==> src/alu_pkg.sv <==
package alu_pkg;

    localparam int XLEN        = 32;
    localparam int SHAMT_BITS  = 5;
    localparam int COUNT_STEP  = 8;
    localparam int COUNT_STEPS = XLEN / COUNT_STEP;
    localparam int CTR_BITS    = 6;

    // fall-through pc increment and link offset
    localparam logic [XLEN-1:0] PC_STEP = 4;

    typedef enum logic [4:0] {
        ALU_ADD,
        ALU_SUB,
        ALU_AND,
        ALU_OR,
        ALU_XOR,
        ALU_SLL,
        ALU_SRL,
        ALU_SRA,
        ALU_SLT,
        ALU_SLTU,
        ALU_MUL,
        ALU_MULH,
        ALU_DIV,
        ALU_DIVU,
        ALU_REM,
        ALU_REMU,
        ALU_PACK,
        ALU_REV,
        ALU_SHADD,
        ALU_HAMMING,
        ALU_CTZ,
        ALU_CPOP
    } alu_op_e;

    typedef enum logic [4:0] {
        BR_BEQ,
        BR_BNE,
        BR_BLT,
        BR_BGE,
        BR_BLTU,
        BR_BGEU
    } branch_op_e;

    typedef enum logic [1:0] {
        DIVOP_DIV,
        DIVOP_DIVU,
        DIVOP_REM,
        DIVOP_REMU
    } div_op_e;

    typedef enum logic [1:0] {
        CNT_HAMMING,
        CNT_CTZ,
        CNT_CPOP
    } count_op_e;

    // same five bits, meaning picked by is_branch
    typedef union packed {
        alu_op_e    alu;
        branch_op_e br;
    } exec_func_u;

    typedef struct packed {
        logic            valid;
        logic            is_branch;
        exec_func_u      func;
        logic [XLEN-1:0] rs1;
        logic [XLEN-1:0] rs2;
        logic [XLEN-1:0] pc;
        logic [XLEN-1:0] imm;
    } exec_req_t;

    typedef struct packed {
        logic eq;
        logic lt;
        logic ltu;
    } cmp_flags_t;

    typedef struct packed {
        logic            done;
        logic [XLEN-1:0] data;
        logic            taken;
        logic [XLEN-1:0] target;
    } exec_rsp_t;

endpackage

==> src/alu.sv <==
`timescale 1ns/1ps

module alu import alu_pkg::*; (
    input  logic            clk_i,
    input  logic            rstn_i,
    input  logic            valid_i,
    input  alu_op_e         op_i,
    input  logic [XLEN-1:0] rs1_i,
    input  logic [XLEN-1:0] rs2_i,
    output logic [XLEN-1:0] result_o,
    output logic            done_o,
    output cmp_flags_t      flags_o
);

    logic [CTR_BITS-1:0]      cnt_q;
    logic                     started_q;

    logic                     first;
    logic                     is_div;
    logic                     is_cnt;
    logic                     div_zero;
    logic                     use_div;
    div_op_e                  div_op;
    count_op_e                cnt_op;
    logic                     div_start;
    logic [XLEN-1:0]          div_result;
    logic                     div_done;
    logic                     cnt_start;
    logic [XLEN-1:0]          cnt_result;
    logic                     cnt_done;

    logic [XLEN-1:0]          add_a;
    logic [XLEN-1:0]          add_b;
    logic [XLEN-1:0]          sum;
    logic [SHAMT_BITS-1:0]    shamt;
    logic signed [2*XLEN-1:0] product;
    logic [XLEN-1:0]          rev;

    always_comb begin
        is_div = 1'b0;
        is_cnt = 1'b0;
        div_op = DIVOP_DIV;
        cnt_op = CNT_CPOP;
        case (op_i)
            ALU_DIV:     begin is_div = 1'b1; div_op = DIVOP_DIV;  end
            ALU_DIVU:    begin is_div = 1'b1; div_op = DIVOP_DIVU; end
            ALU_REM:     begin is_div = 1'b1; div_op = DIVOP_REM;  end
            ALU_REMU:    begin is_div = 1'b1; div_op = DIVOP_REMU; end
            ALU_HAMMING: begin is_cnt = 1'b1; cnt_op = CNT_HAMMING; end
            ALU_CTZ:     begin is_cnt = 1'b1; cnt_op = CNT_CTZ;     end
            ALU_CPOP:    begin is_cnt = 1'b1; cnt_op = CNT_CPOP;    end
            default:     ;
        endcase
    end

    // quotient by zero is all ones, no divider run
    assign div_zero  = ((op_i == ALU_DIV) || (op_i == ALU_DIVU)) && (rs2_i == '0);
    assign use_div   = is_div && !div_zero;
    assign first     = (cnt_q == '0) && !started_q;
    assign div_start = valid_i && use_div && first;
    assign cnt_start = valid_i && is_cnt && first;

    // shared adder for add, sub and shift-left-add
    assign add_a   = (op_i == ALU_SHADD) ? {rs1_i[XLEN-2:0], 1'b0} : rs1_i;
    assign add_b   = (op_i == ALU_SUB) ? (~rs2_i + 1'b1) : rs2_i;
    assign sum     = add_a + add_b;
    assign shamt   = rs2_i[SHAMT_BITS-1:0];
    assign product = $signed(rs1_i) * $signed(rs2_i);

    always_comb begin
        for (int i = 0; i < XLEN; i++) begin
            rev[i] = rs1_i[XLEN-1-i];
        end
    end

    assign flags_o = '{eq: (rs1_i == rs2_i),
                       lt: ($signed(rs1_i) < $signed(rs2_i)),
                       ltu: (rs1_i < rs2_i)};

    always_comb begin
        case (op_i)
            ALU_ADD, ALU_SUB, ALU_SHADD:      result_o = sum;
            ALU_AND:                          result_o = rs1_i & rs2_i;
            ALU_OR:                           result_o = rs1_i | rs2_i;
            ALU_XOR:                          result_o = rs1_i ^ rs2_i;
            ALU_SLL:                          result_o = rs1_i << shamt;
            ALU_SRL:                          result_o = rs1_i >> shamt;
            ALU_SRA:                          result_o = $signed(rs1_i) >>> shamt;
            ALU_SLT:                          result_o = XLEN'(flags_o.lt);
            ALU_SLTU:                         result_o = XLEN'(flags_o.ltu);
            ALU_MUL:                          result_o = product[XLEN-1:0];
            ALU_MULH:                         result_o = product[2*XLEN-1:XLEN];
            ALU_DIV, ALU_DIVU, ALU_REM, ALU_REMU:
                                              result_o = div_zero ? '1 : div_result;
            ALU_PACK:  result_o = {rs2_i[XLEN/2 +: XLEN/2], rs1_i[0 +: XLEN/2]};
            ALU_REV:                          result_o = rev;
            ALU_HAMMING, ALU_CTZ, ALU_CPOP:   result_o = cnt_result;
            default:                          result_o = '0;
        endcase
    end

    always_comb begin
        if (use_div) begin
            done_o = valid_i && started_q && div_done;
        end else if (is_cnt) begin
            done_o = valid_i && started_q && cnt_done;
        end else begin
            done_o = valid_i;
        end
    end

    always_ff @(posedge clk_i) begin
        if (!rstn_i || !valid_i || done_o) begin
            cnt_q     <= '0;
            started_q <= 1'b0;
        end else begin
            if (cnt_q != '1) begin
                cnt_q <= cnt_q + 1'b1;
            end
            if (div_start || cnt_start) begin
                started_q <= 1'b1;
            end
        end
    end

    divider divider_i (
        .clk_i      (clk_i),
        .rstn_i     (rstn_i),
        .start_i    (div_start),
        .op_i       (div_op),
        .dividend_i (rs1_i),
        .divisor_i  (rs2_i),
        .result_o   (div_result),
        .done_o     (div_done)
    );

    bit_count_unit bit_count_unit_i (
        .clk_i   (clk_i),
        .rstn_i  (rstn_i),
        .start_i (cnt_start),
        .op_i    (cnt_op),
        .a_i     (rs1_i),
        .b_i     (rs2_i),
        .count_o (cnt_result),
        .done_o  (cnt_done)
    );

    // op held by the issuer for the whole request
    assert property (@(posedge clk_i) disable iff (!rstn_i)
        valid_i && !done_o |=> $stable(op_i));

endmodule

==> src/bit_count_unit.sv <==
`timescale 1ns/1ps

module bit_count_unit import alu_pkg::*; (
    input  logic            clk_i,
    input  logic            rstn_i,
    input  logic            start_i,
    input  count_op_e       op_i,
    input  logic [XLEN-1:0] a_i,
    input  logic [XLEN-1:0] b_i,
    output logic [XLEN-1:0] count_o,
    output logic            done_o
);

    logic                  busy_q;
    logic [CTR_BITS-1:0]   step_q;
    logic                  seen_q;
    logic [XLEN-1:0]       acc_q;

    logic                  load;
    logic [XLEN-1:0]       src;
    logic [COUNT_STEP-1:0] slice;
    logic [CTR_BITS-1:0]   slice_cnt;
    logic                  seen_d;

    assign load  = start_i && !busy_q;
    assign src   = (op_i == CNT_HAMMING) ? (a_i ^ b_i) : a_i;
    assign slice = COUNT_STEP'(src >> (step_q * COUNT_STEP));

    // count of the current slice, ctz stops at the first one
    always_comb begin
        slice_cnt = '0;
        seen_d    = seen_q;
        for (int i = 0; i < COUNT_STEP; i++) begin
            if (op_i == CNT_CTZ) begin
                if (!seen_d && !slice[i]) begin
                    slice_cnt = slice_cnt + 1'b1;
                end
                if (slice[i]) begin
                    seen_d = 1'b1;
                end
            end else begin
                slice_cnt = slice_cnt + CTR_BITS'(slice[i]);
            end
        end
    end

    assign done_o  = busy_q && (step_q == CTR_BITS'(COUNT_STEPS));
    assign count_o = acc_q;

    always_ff @(posedge clk_i) begin
        if (!rstn_i) begin
            busy_q <= 1'b0;
            step_q <= '0;
            seen_q <= 1'b0;
        end else if (load) begin
            busy_q <= 1'b1;
            step_q <= '0;
            seen_q <= 1'b0;
        end else if (done_o) begin
            busy_q <= 1'b0;
            step_q <= '0;
        end else if (busy_q) begin
            step_q <= step_q + 1'b1;
            seen_q <= seen_d;
        end
    end

    always_ff @(posedge clk_i) begin
        if (load) begin
            acc_q <= '0;
        end else if (busy_q && !done_o) begin
            acc_q <= acc_q + XLEN'(slice_cnt);
        end
    end

    assert property (@(posedge clk_i) disable iff (!rstn_i)
        step_q <= CTR_BITS'(COUNT_STEPS));

endmodule

==> src/branch_resolver.sv <==
`timescale 1ns/1ps

module branch_resolver import alu_pkg::*; (
    input  branch_op_e      op_i,
    input  cmp_flags_t      flags_i,
    input  logic [XLEN-1:0] pc_i,
    input  logic [XLEN-1:0] imm_i,
    output logic            taken_o,
    output logic [XLEN-1:0] target_o
);

    logic [XLEN-1:0] offset;

    always_comb begin
        case (op_i)
            BR_BEQ:  taken_o = flags_i.eq;
            BR_BNE:  taken_o = !flags_i.eq;
            BR_BLT:  taken_o = flags_i.lt;
            BR_BGE:  taken_o = !flags_i.lt;
            BR_BLTU: taken_o = flags_i.ltu;
            BR_BGEU: taken_o = !flags_i.ltu;
            default: taken_o = 1'b0;
        endcase
    end

    // not taken falls through to the next instruction
    assign offset   = taken_o ? imm_i : PC_STEP;
    assign target_o = pc_i + offset;

endmodule

==> src/divider.sv <==
`timescale 1ns/1ps

module divider import alu_pkg::*; (
    input  logic            clk_i,
    input  logic            rstn_i,
    input  logic            start_i,
    input  div_op_e         op_i,
    input  logic [XLEN-1:0] dividend_i,
    input  logic [XLEN-1:0] divisor_i,
    output logic [XLEN-1:0] result_o,
    output logic            done_o
);

    logic                busy_q;
    logic                fin_q;
    logic [CTR_BITS-1:0] step_q;
    div_op_e             op_q;
    logic                neg_quot_q;
    logic                neg_rem_q;
    logic [XLEN-1:0]     divisor_q;
    logic [XLEN-1:0]     quot_q;
    logic [XLEN-1:0]     rem_q;

    logic                is_signed;
    logic                neg_a;
    logic                neg_b;
    logic [XLEN-1:0]     abs_a;
    logic [XLEN-1:0]     abs_b;
    logic [XLEN:0]       partial;
    logic                fits;
    logic                load;
    logic [XLEN-1:0]     quot_fix;
    logic [XLEN-1:0]     rem_fix;

    assign is_signed = (op_i == DIVOP_DIV) || (op_i == DIVOP_REM);
    assign neg_a     = is_signed && dividend_i[XLEN-1];
    assign neg_b     = is_signed && divisor_i[XLEN-1];
    assign abs_a     = neg_a ? (~dividend_i + 1'b1) : dividend_i;
    assign abs_b     = neg_b ? (~divisor_i + 1'b1) : divisor_i;
    assign load      = start_i && !busy_q;

    // bring down the next dividend bit and try the subtract
    assign partial = {rem_q, quot_q[XLEN-1]};
    assign fits    = partial >= {1'b0, divisor_q};

    always_ff @(posedge clk_i) begin
        if (!rstn_i) begin
            busy_q <= 1'b0;
            fin_q  <= 1'b0;
            step_q <= '0;
        end else begin
            fin_q <= 1'b0;
            if (load) begin
                busy_q <= 1'b1;
                step_q <= '0;
            end else if (busy_q) begin
                step_q <= step_q + 1'b1;
                if (step_q == CTR_BITS'(XLEN - 1)) begin
                    busy_q <= 1'b0;
                    fin_q  <= 1'b1;
                    step_q <= '0;
                end
            end
        end
    end

    always_ff @(posedge clk_i) begin
        if (load) begin
            op_q       <= op_i;
            neg_quot_q <= neg_a ^ neg_b;
            neg_rem_q  <= neg_a;
            divisor_q  <= abs_b;
            quot_q     <= abs_a;
            rem_q      <= '0;
        end else if (busy_q) begin
            rem_q  <= fits ? (partial[XLEN-1:0] - divisor_q) : partial[XLEN-1:0];
            quot_q <= {quot_q[XLEN-2:0], fits};
        end
    end

    // remainder follows the dividend sign
    assign quot_fix = neg_quot_q ? (~quot_q + 1'b1) : quot_q;
    assign rem_fix  = neg_rem_q ? (~rem_q + 1'b1) : rem_q;

    assign result_o = ((op_q == DIVOP_DIV) || (op_q == DIVOP_DIVU)) ? quot_fix : rem_fix;
    assign done_o   = fin_q;

    // one start per request, never into a running division
    assert property (@(posedge clk_i) disable iff (!rstn_i)
        start_i |-> !(busy_q || fin_q));

endmodule

==> src/exec_stage.sv <==
`timescale 1ns/1ps

module exec_stage import alu_pkg::*; (
    input  logic      clk_i,
    input  logic      rstn_i,
    input  exec_req_t req_i,
    output exec_rsp_t rsp_o
);

    logic            alu_valid;
    logic [XLEN-1:0] alu_result;
    logic            alu_done;
    cmp_flags_t      flags;
    logic            br_taken;
    logic [XLEN-1:0] br_target;
    logic [XLEN-1:0] link;

    assign alu_valid = req_i.valid && !req_i.is_branch;
    assign link      = req_i.pc + PC_STEP;

    alu alu_i (
        .clk_i    (clk_i),
        .rstn_i   (rstn_i),
        .valid_i  (alu_valid),
        .op_i     (req_i.func.alu),
        .rs1_i    (req_i.rs1),
        .rs2_i    (req_i.rs2),
        .result_o (alu_result),
        .done_o   (alu_done),
        .flags_o  (flags)
    );

    branch_resolver branch_resolver_i (
        .op_i     (req_i.func.br),
        .flags_i  (flags),
        .pc_i     (req_i.pc),
        .imm_i    (req_i.imm),
        .taken_o  (br_taken),
        .target_o (br_target)
    );

    // branches resolve in the request cycle
    always_comb begin
        rsp_o.done   = req_i.is_branch ? req_i.valid : alu_done;
        rsp_o.data   = req_i.is_branch ? link : alu_result;
        rsp_o.taken  = req_i.is_branch && br_taken;
        rsp_o.target = br_target;
    end

endmodule

==> config.mk <==
export PLATFORM = sky130hd
export DESIGN_NAME = exec_stage
export DESIGN_NICKNAME = d
export VERILOG_FILES = /design/src/alu_pkg.sv /design/src/alu.sv /design/src/bit_count_unit.sv /design/src/branch_resolver.sv /design/src/divider.sv /design/src/exec_stage.sv
export SDC_FILE = /design/constraint.sdc
export NUM_CORES = 2
export LEC_CHECK = 0
export ABC_AREA = 1
export BUFFER_PORTS_ARGS = -buffer_cell sky130_fd_sc_hd__buf_2
export CELL_PAD_IN_SITES_DETAIL_PLACEMENT = 0
export CELL_PAD_IN_SITES_GLOBAL_PLACEMENT = 2
export CORE_MARGIN = 5
export CORE_UTILIZATION = 35
export DETAILED_ROUTE_END_ITERATION = 16
export PLACE_DENSITY_LB_ADDON = 0.1
export REMOVE_ABC_BUFFERS = 1
export SLEW_MARGIN = 0
export SYNTH_ARGS = -nofsm -noshare
export SYNTH_HDL_FRONTEND = slang
export SYNTH_SLANG_ARGS = --single-unit
==> constraint.sdc <==
create_clock -name clk_i -period 17.6 [get_ports clk_i]
set_clock_uncertainty 0.15 [all_clocks]
set_input_delay 0.88 -clock clk_i [delete_from_list [all_inputs] [get_ports clk_i]]
set_output_delay 0.88 -clock clk_i [all_outputs]
set_load 0.03 [all_outputs]
Yosys cells after proc, flatten, opt, wreduce, memory -nomap -nowiden
Cells that the tools add are included.
{"block": "totals", "out_inout_bits": 66, "input_bits": 137, "elab_cells": 225, "reg_bits": 155}
{"block": "op_classes", "reduce_logical": 75, "n_eq_ne": 28, "order_cmp": 3, "mux": 62, "n_shift": 4, "n_addsub": 26, "multipliers": 1, "bitwise": 11}
{"op": "$pmux W32 S15", "n": 1}
{"op": "$mux W32", "n": 14}
{"op": "$add A32 B1 Y32 const B", "n": 4}
{"op": "$not A32 Y32", "n": 4}
{"op": "$mux W6", "n": 16}
{"op": "$add A32 B32 Y32", "n": 2}
{"op": "$lt A32 B32 Y1", "n": 2}
{"op": "$mul A32 B32 Y64", "n": 1}
{"op": "$add A6 B1 Y6 const B", "n": 10}
{"op": "$add A6 B1 Y6", "n": 7}
{"op": "$eq A5 B4 Y1 const B", "n": 8}
{"op": "$ge A33 B32 Y1", "n": 1}
{"op": "$add A32 B3 Y32 const B", "n": 1}
{"op": "$add A32 B6 Y32", "n": 1}
{"op": "$and A32 B32 Y32", "n": 1}
{"op": "$eq A32 B32 Y1", "n": 1}
{"op": "$logic_not A32 Y1", "n": 1}
{"op": "$or A32 B32 Y32", "n": 1}
{"op": "$shl A32 B5 Y32", "n": 1}
{"op": "$shr A32 B5 Y32", "n": 1}
{"op": "$shr A32 B9 Y8", "n": 1}
{"op": "$sshr A32 B5 Y32", "n": 1}
{"op": "$sub A32 B32 Y32", "n": 1}
{"op": "$xor A32 B32 Y32", "n": 1}
{"op": "other kinds (26)", "n": 128}

Depth between registers and ports, before layout
{"block": "logic_depth", "depth_word": 31, "mapped_depth": 71, "ltp_nobuf": 67}

By module
A second synthesis with hierarchy kept.
{"block": "hier_totals", "cells_unflattened": 10558, "hier_area_um2": 68607.0}
{"mod": "alu", "area_each_um2": 50270.7, "instances": 1, "seq_area_each_um2": 140.1, "cells_per_inst": 7344}
{"mod": "divider", "area_each_um2": 10397.5, "instances": 1, "seq_area_each_um2": 2812.7, "cells_per_inst": 1698}
{"mod": "bit_count_unit", "area_each_um2": 3926.3, "instances": 1, "seq_area_each_um2": 800.8, "cells_per_inst": 643}
{"mod": "branch_resolver", "area_each_um2": 2788.9, "instances": 1, "seq_area_each_um2": 0.0, "cells_per_inst": 591}
{"mod": "exec_stage", "area_each_um2": 1223.7, "instances": 1, "seq_area_each_um2": 0.0, "cells_per_inst": 282}

Least setup slack after synthesis
No wires, ideal clock.
{"block": "synth_path", "path_kind": "input-to-reg", "start": "input req_i[65] (netlist bit)", "end": "register alu_i.bit_count_unit_i.acc_q[25], in the netlist alu_i.bit_count_unit_i.count_o[25]", "arrival_time_ps": 9640, "required_time_ps": 17335, "slack_ps": 7696, "cell_stages": 63, "setup_ps": 115, "path_buffers": 4, "cell_sequence": "inv_1 > clkbuf_1 > clkbuf_1 > clkbuf_1 > clkbuf_1 > ha_1 > inv_1 > nand2_1 > nand3_1 > nand3_1 > nand3_1 > inv_1 > nor2_1 > ha_1 > nand2_1 > nand2_1 > ha_1 > or2_2 > [27 not listed] > a31oi_1 > o21ai_0 > nand2_1 > a21oi_1 > inv_1 > nor2_1 > inv_1 > nor2_1 > inv_1 > nor2_1 > inv_1 > nor3_1 > nand3_1 > inv_1 > nand4_1 > nor3b_1 > a21oi_1 > o21a_1"}
{"block": "synth_via", "elab_chain_cells": 26, "word_cells_on_any_way": 57, "classes_between": "add/sub (14); shift (1); mux (27); bitwise (1); reduce/logical (14)"}
{"item": "start: declaration", "line": "exec_stage.sv:6", "rtl": "input exec_req_t req_i,"}
{"item": "$xor A32 B32 Y32 *", "line": "bit_count_unit.sv:26", "rtl": "assign src = (op_i == CNT_HAMMING) ? (a_i ^ b_i) : a_i;"}
{"item": "$mux W32 *", "line": "bit_count_unit.sv:26"}
{"item": "$shr A32 B9 Y8 *", "line": "bit_count_unit.sv:27", "rtl": "assign slice = COUNT_STEP'(src >> (step_q * COUNT_STEP));"}
{"item": "parallel branches: the longest is 21 deep, another holds $add A6 B1 Y6"}
{"item": "$mux W6 *", "line": "bit_count_unit.sv:34", "rtl": "if (op_i == CNT_CTZ) begin"}
{"item": "$add A32 B6 Y32 *", "line": "bit_count_unit.sv:72", "rtl": "acc_q <= acc_q + XLEN'(slice_cnt);"}
{"item": "end signal: assignment", "line": "bit_count_unit.sv:72"}
{"item": "end: declaration", "line": "bit_count_unit.sv:17", "rtl": "logic [XLEN-1:0] acc_q;"}
Every way passes the cells marked *.
A chain may end at the register's enable or synchronous reset.

==> summary.txt <==
outcome -> finished clean
CTS tree -> done
GP Congestion -> 0.994
Vias/cell -> 5.25
Place WS -> 5700 ps
Sink Count -> 154
CTS root buf -> clkbuf_16
Cell Rows -> 153
fmax -> 83.9 MHz
FF+latch count, synth -> 154
Post-synth ARST share -> 0
# IOs -> 203
area leader, netlist -> fa_1
Final Cycle Share -> 0.677
post-synthesis adder-cell area fraction -> 0.442
vias post-DR -> 56300
largest net degree at the start of global routing -> 77
Compound-Gate Fraction of Synth Area -> 0.129
average size of a mapped cell -> 7.20 um^2
post-synthesis sequential area ratio -> 0.0617
CTS clk-pin slew, worst paths -> 70 ps
clk buf depth -> 2
Crit Path Category -> input port to output port
Req. time, crit path -> 16570 ps
synth cell count leaders -> 1953 x inv_1, 1934 x nand2_1, 1086 x fa_1
DRT antenna net count -> 0
max-cap viol count -> 0
setup ws final -> 5680 ps
CP peak stage delay -> 760 ps
number of flops mapped to enable cells by yosys -> 67
Residual DRC -> 0
placed wire-length estimate -> 233000 um
initial antenna violation count -> 21
Final TNS setup -> 0 ps
first-pass GRT wire length -> 412000 um
Most used DFF post-synth -> dfxtp_1
drt pass-1 iters -> 6
htree depth -> 4
Post-Syn Area -> 0.0608 mm^2
die area -> 0.182 mm^2
most common cell in the netlist -> inv_1
crit-path max FO -> 25
Synth Area in Simple Gates -> 0.187
Syn Inst Count -> 8440
Port Buffers -> 202
RSZ-0062 raised after global routing -> no
startpoint type of the worst setup path -> input port
worst-skew pair later-pin latency -> 480 ps
setup bufs post-CTS -> 0
layout cell share with drive strength beyond 1 -> 0.0575
CP max stage cell -> fa_1
GRT Util Overall -> 0.309
die span in y -> 427 um
synth unique cells -> 71
Worst setup EP type -> output port
CTS Buf Count -> 17
die width -> 427 um
Final nets -> 10000
Post-Synth XOR/XNOR Area -> 0.0262
Synth top area share -> 0.358
initial drt markers -> 4880
WHS -> 342 ps
drt total wl -> 282000 um
vias in the first global route -> 58200
cts repair resizes -> 0
Layout Area Growth over Synthesis -> 6.60%
Initial Util -> 0.351
HP Class -> register to register
Final Util -> 0.374
hold_buf cts -> 0
CP Data Arrival Time -> 10890 ps
final slew viol count -> 0
main combinational cell family by area after synthesis -> adder cells
slew at the pin closest to its max-slew limit -> 1250 ps
Core ar. -> 0.173 mm^2
mux cell area share after synthesis -> 0.00461
gr ovfl total -> 0
drt wl/cell -> 26.3 um
synth warn -> 0
top post-synthesis cells by area -> fa_1 36%, inv_1 12%, nand2_1 12%
Fin. Hold Viols -> 0
Setup violations, final -> 0
Max-slew headroom -> 0.158
Tmin final -> 11920 ps
sequential cells by signal (all words and copies together), names as in the netlist:
register	cells
alu_i.bit_count_unit_i.busy_q	1
alu_i.bit_count_unit_i.count_o	32
alu_i.bit_count_unit_i.seen_q	1
alu_i.bit_count_unit_i.step_q	6
alu_i.cnt_q	6
alu_i.divider_i.busy_q	1
alu_i.divider_i.divisor_q	32
alu_i.divider_i.done_o	1
alu_i.divider_i.neg_quot_q	1
alu_i.divider_i.neg_rem_q	1
alu_i.divider_i.op_q	1
alu_i.divider_i.quot_q	32
alu_i.divider_i.rem_q	32
alu_i.divider_i.step_q	6
alu_i.started_q	1
placed cells by master (no fill, tap or decap), types with 29 or more instances in the layout:
cell type and instances:
nor2_1 382, inv_1 1951, nand4_1 48, buf_4 141, nand3_1 216, fa_1 1086
xnor2_1 56, nor3_1 88, o22ai_1 41, or2_2 37, a221oi_1 29, o2111ai_1 30
ha_1 412, o211ai_1 35, o21ai_0 552, a21oi_1 481, a31oi_1 41, nand2_1 1932
xor2_1 124, nor4_1 30, buf_2 199, dfxtp_1 87, edfxtp_1 67
stage by stage:
| stage | area, um^2 | cells |
|---|---|---|
| after floorplan | 59200 | 8029 |
| after global placement | 64200 | 10700 |
| after detailed placement | 64200 | 10700 |
| after CTS | 64800 | 10700 |
| after global routing | 64800 | 10700 |
| final | 64800 | 10700 |
critical path, delay by kind of cell:
family | cells | cell delay [ps]
adder cells (fa/ha/maj) | 9 | 4750
AO/OA/AOI/OAI | 7 | 2720
buffers and inverters | 11 | 1940
AND/OR/NAND/NOR | 2 | 560
cell type report:
cell class,instances,area [um^2]
diodes,6,15.0
multi-input cells,5888,48100
well taps,2325,2910
repair buffers,340,2050
clock buffers,20,478
fillers,18900,109000
flip-flops and latches,154,3750
clock inverters,12,97.6
inverters,1987,7460
path summary, 6_finish.rpt:
check	depth (start not counted)	end	from	slack [ps]
setup / recovery	29	rsp_o[61]	req_i[66]	5680
hold / removal	2	alu_i.cnt_q[0]$_SDFFE_PP0P_	alu_i.cnt_q[0]$_SDFFE_PP0P_	340
setup reg to reg	56	alu_i.bit_count_unit_i.count_o[31]$_SDFFE_PP0P_	alu_i.bit_count_unit_i.step_q[1]$_SDFFE_PP0P_	7950
hold reg to reg	2	alu_i.cnt_q[0]$_SDFFE_PP0P_	alu_i.cnt_q[0]$_SDFFE_PP0P_	340
logic make-up (layout without fill, tap and decap cells):
group / Yosys count / count (layout)
AOI/OAI and AO/OA: 1385 / 1385
DFF: 154 / 154
muxes: 28 / 28
and+or+nand+nor: 2796 / 2796
other: 0 / 6
adders and majority gates: 1498 / 1498
buffers and inverters: 2398 / 2359
xor gates and xnor gates: 181 / 181
per-layer routing:
metal	vias up	global-route usage	wire, um
li1	25700	-	-
met2	1692	0.488	125000
met4	2	0.0994	11000
met3	327	0.0353	17000
met5	-	0	13
met1	28600	0.441	129000
Power is left out: the tool's default activity adds up to more than one toggle a clock period on the data nets, which glitch-free logic cannot reach.
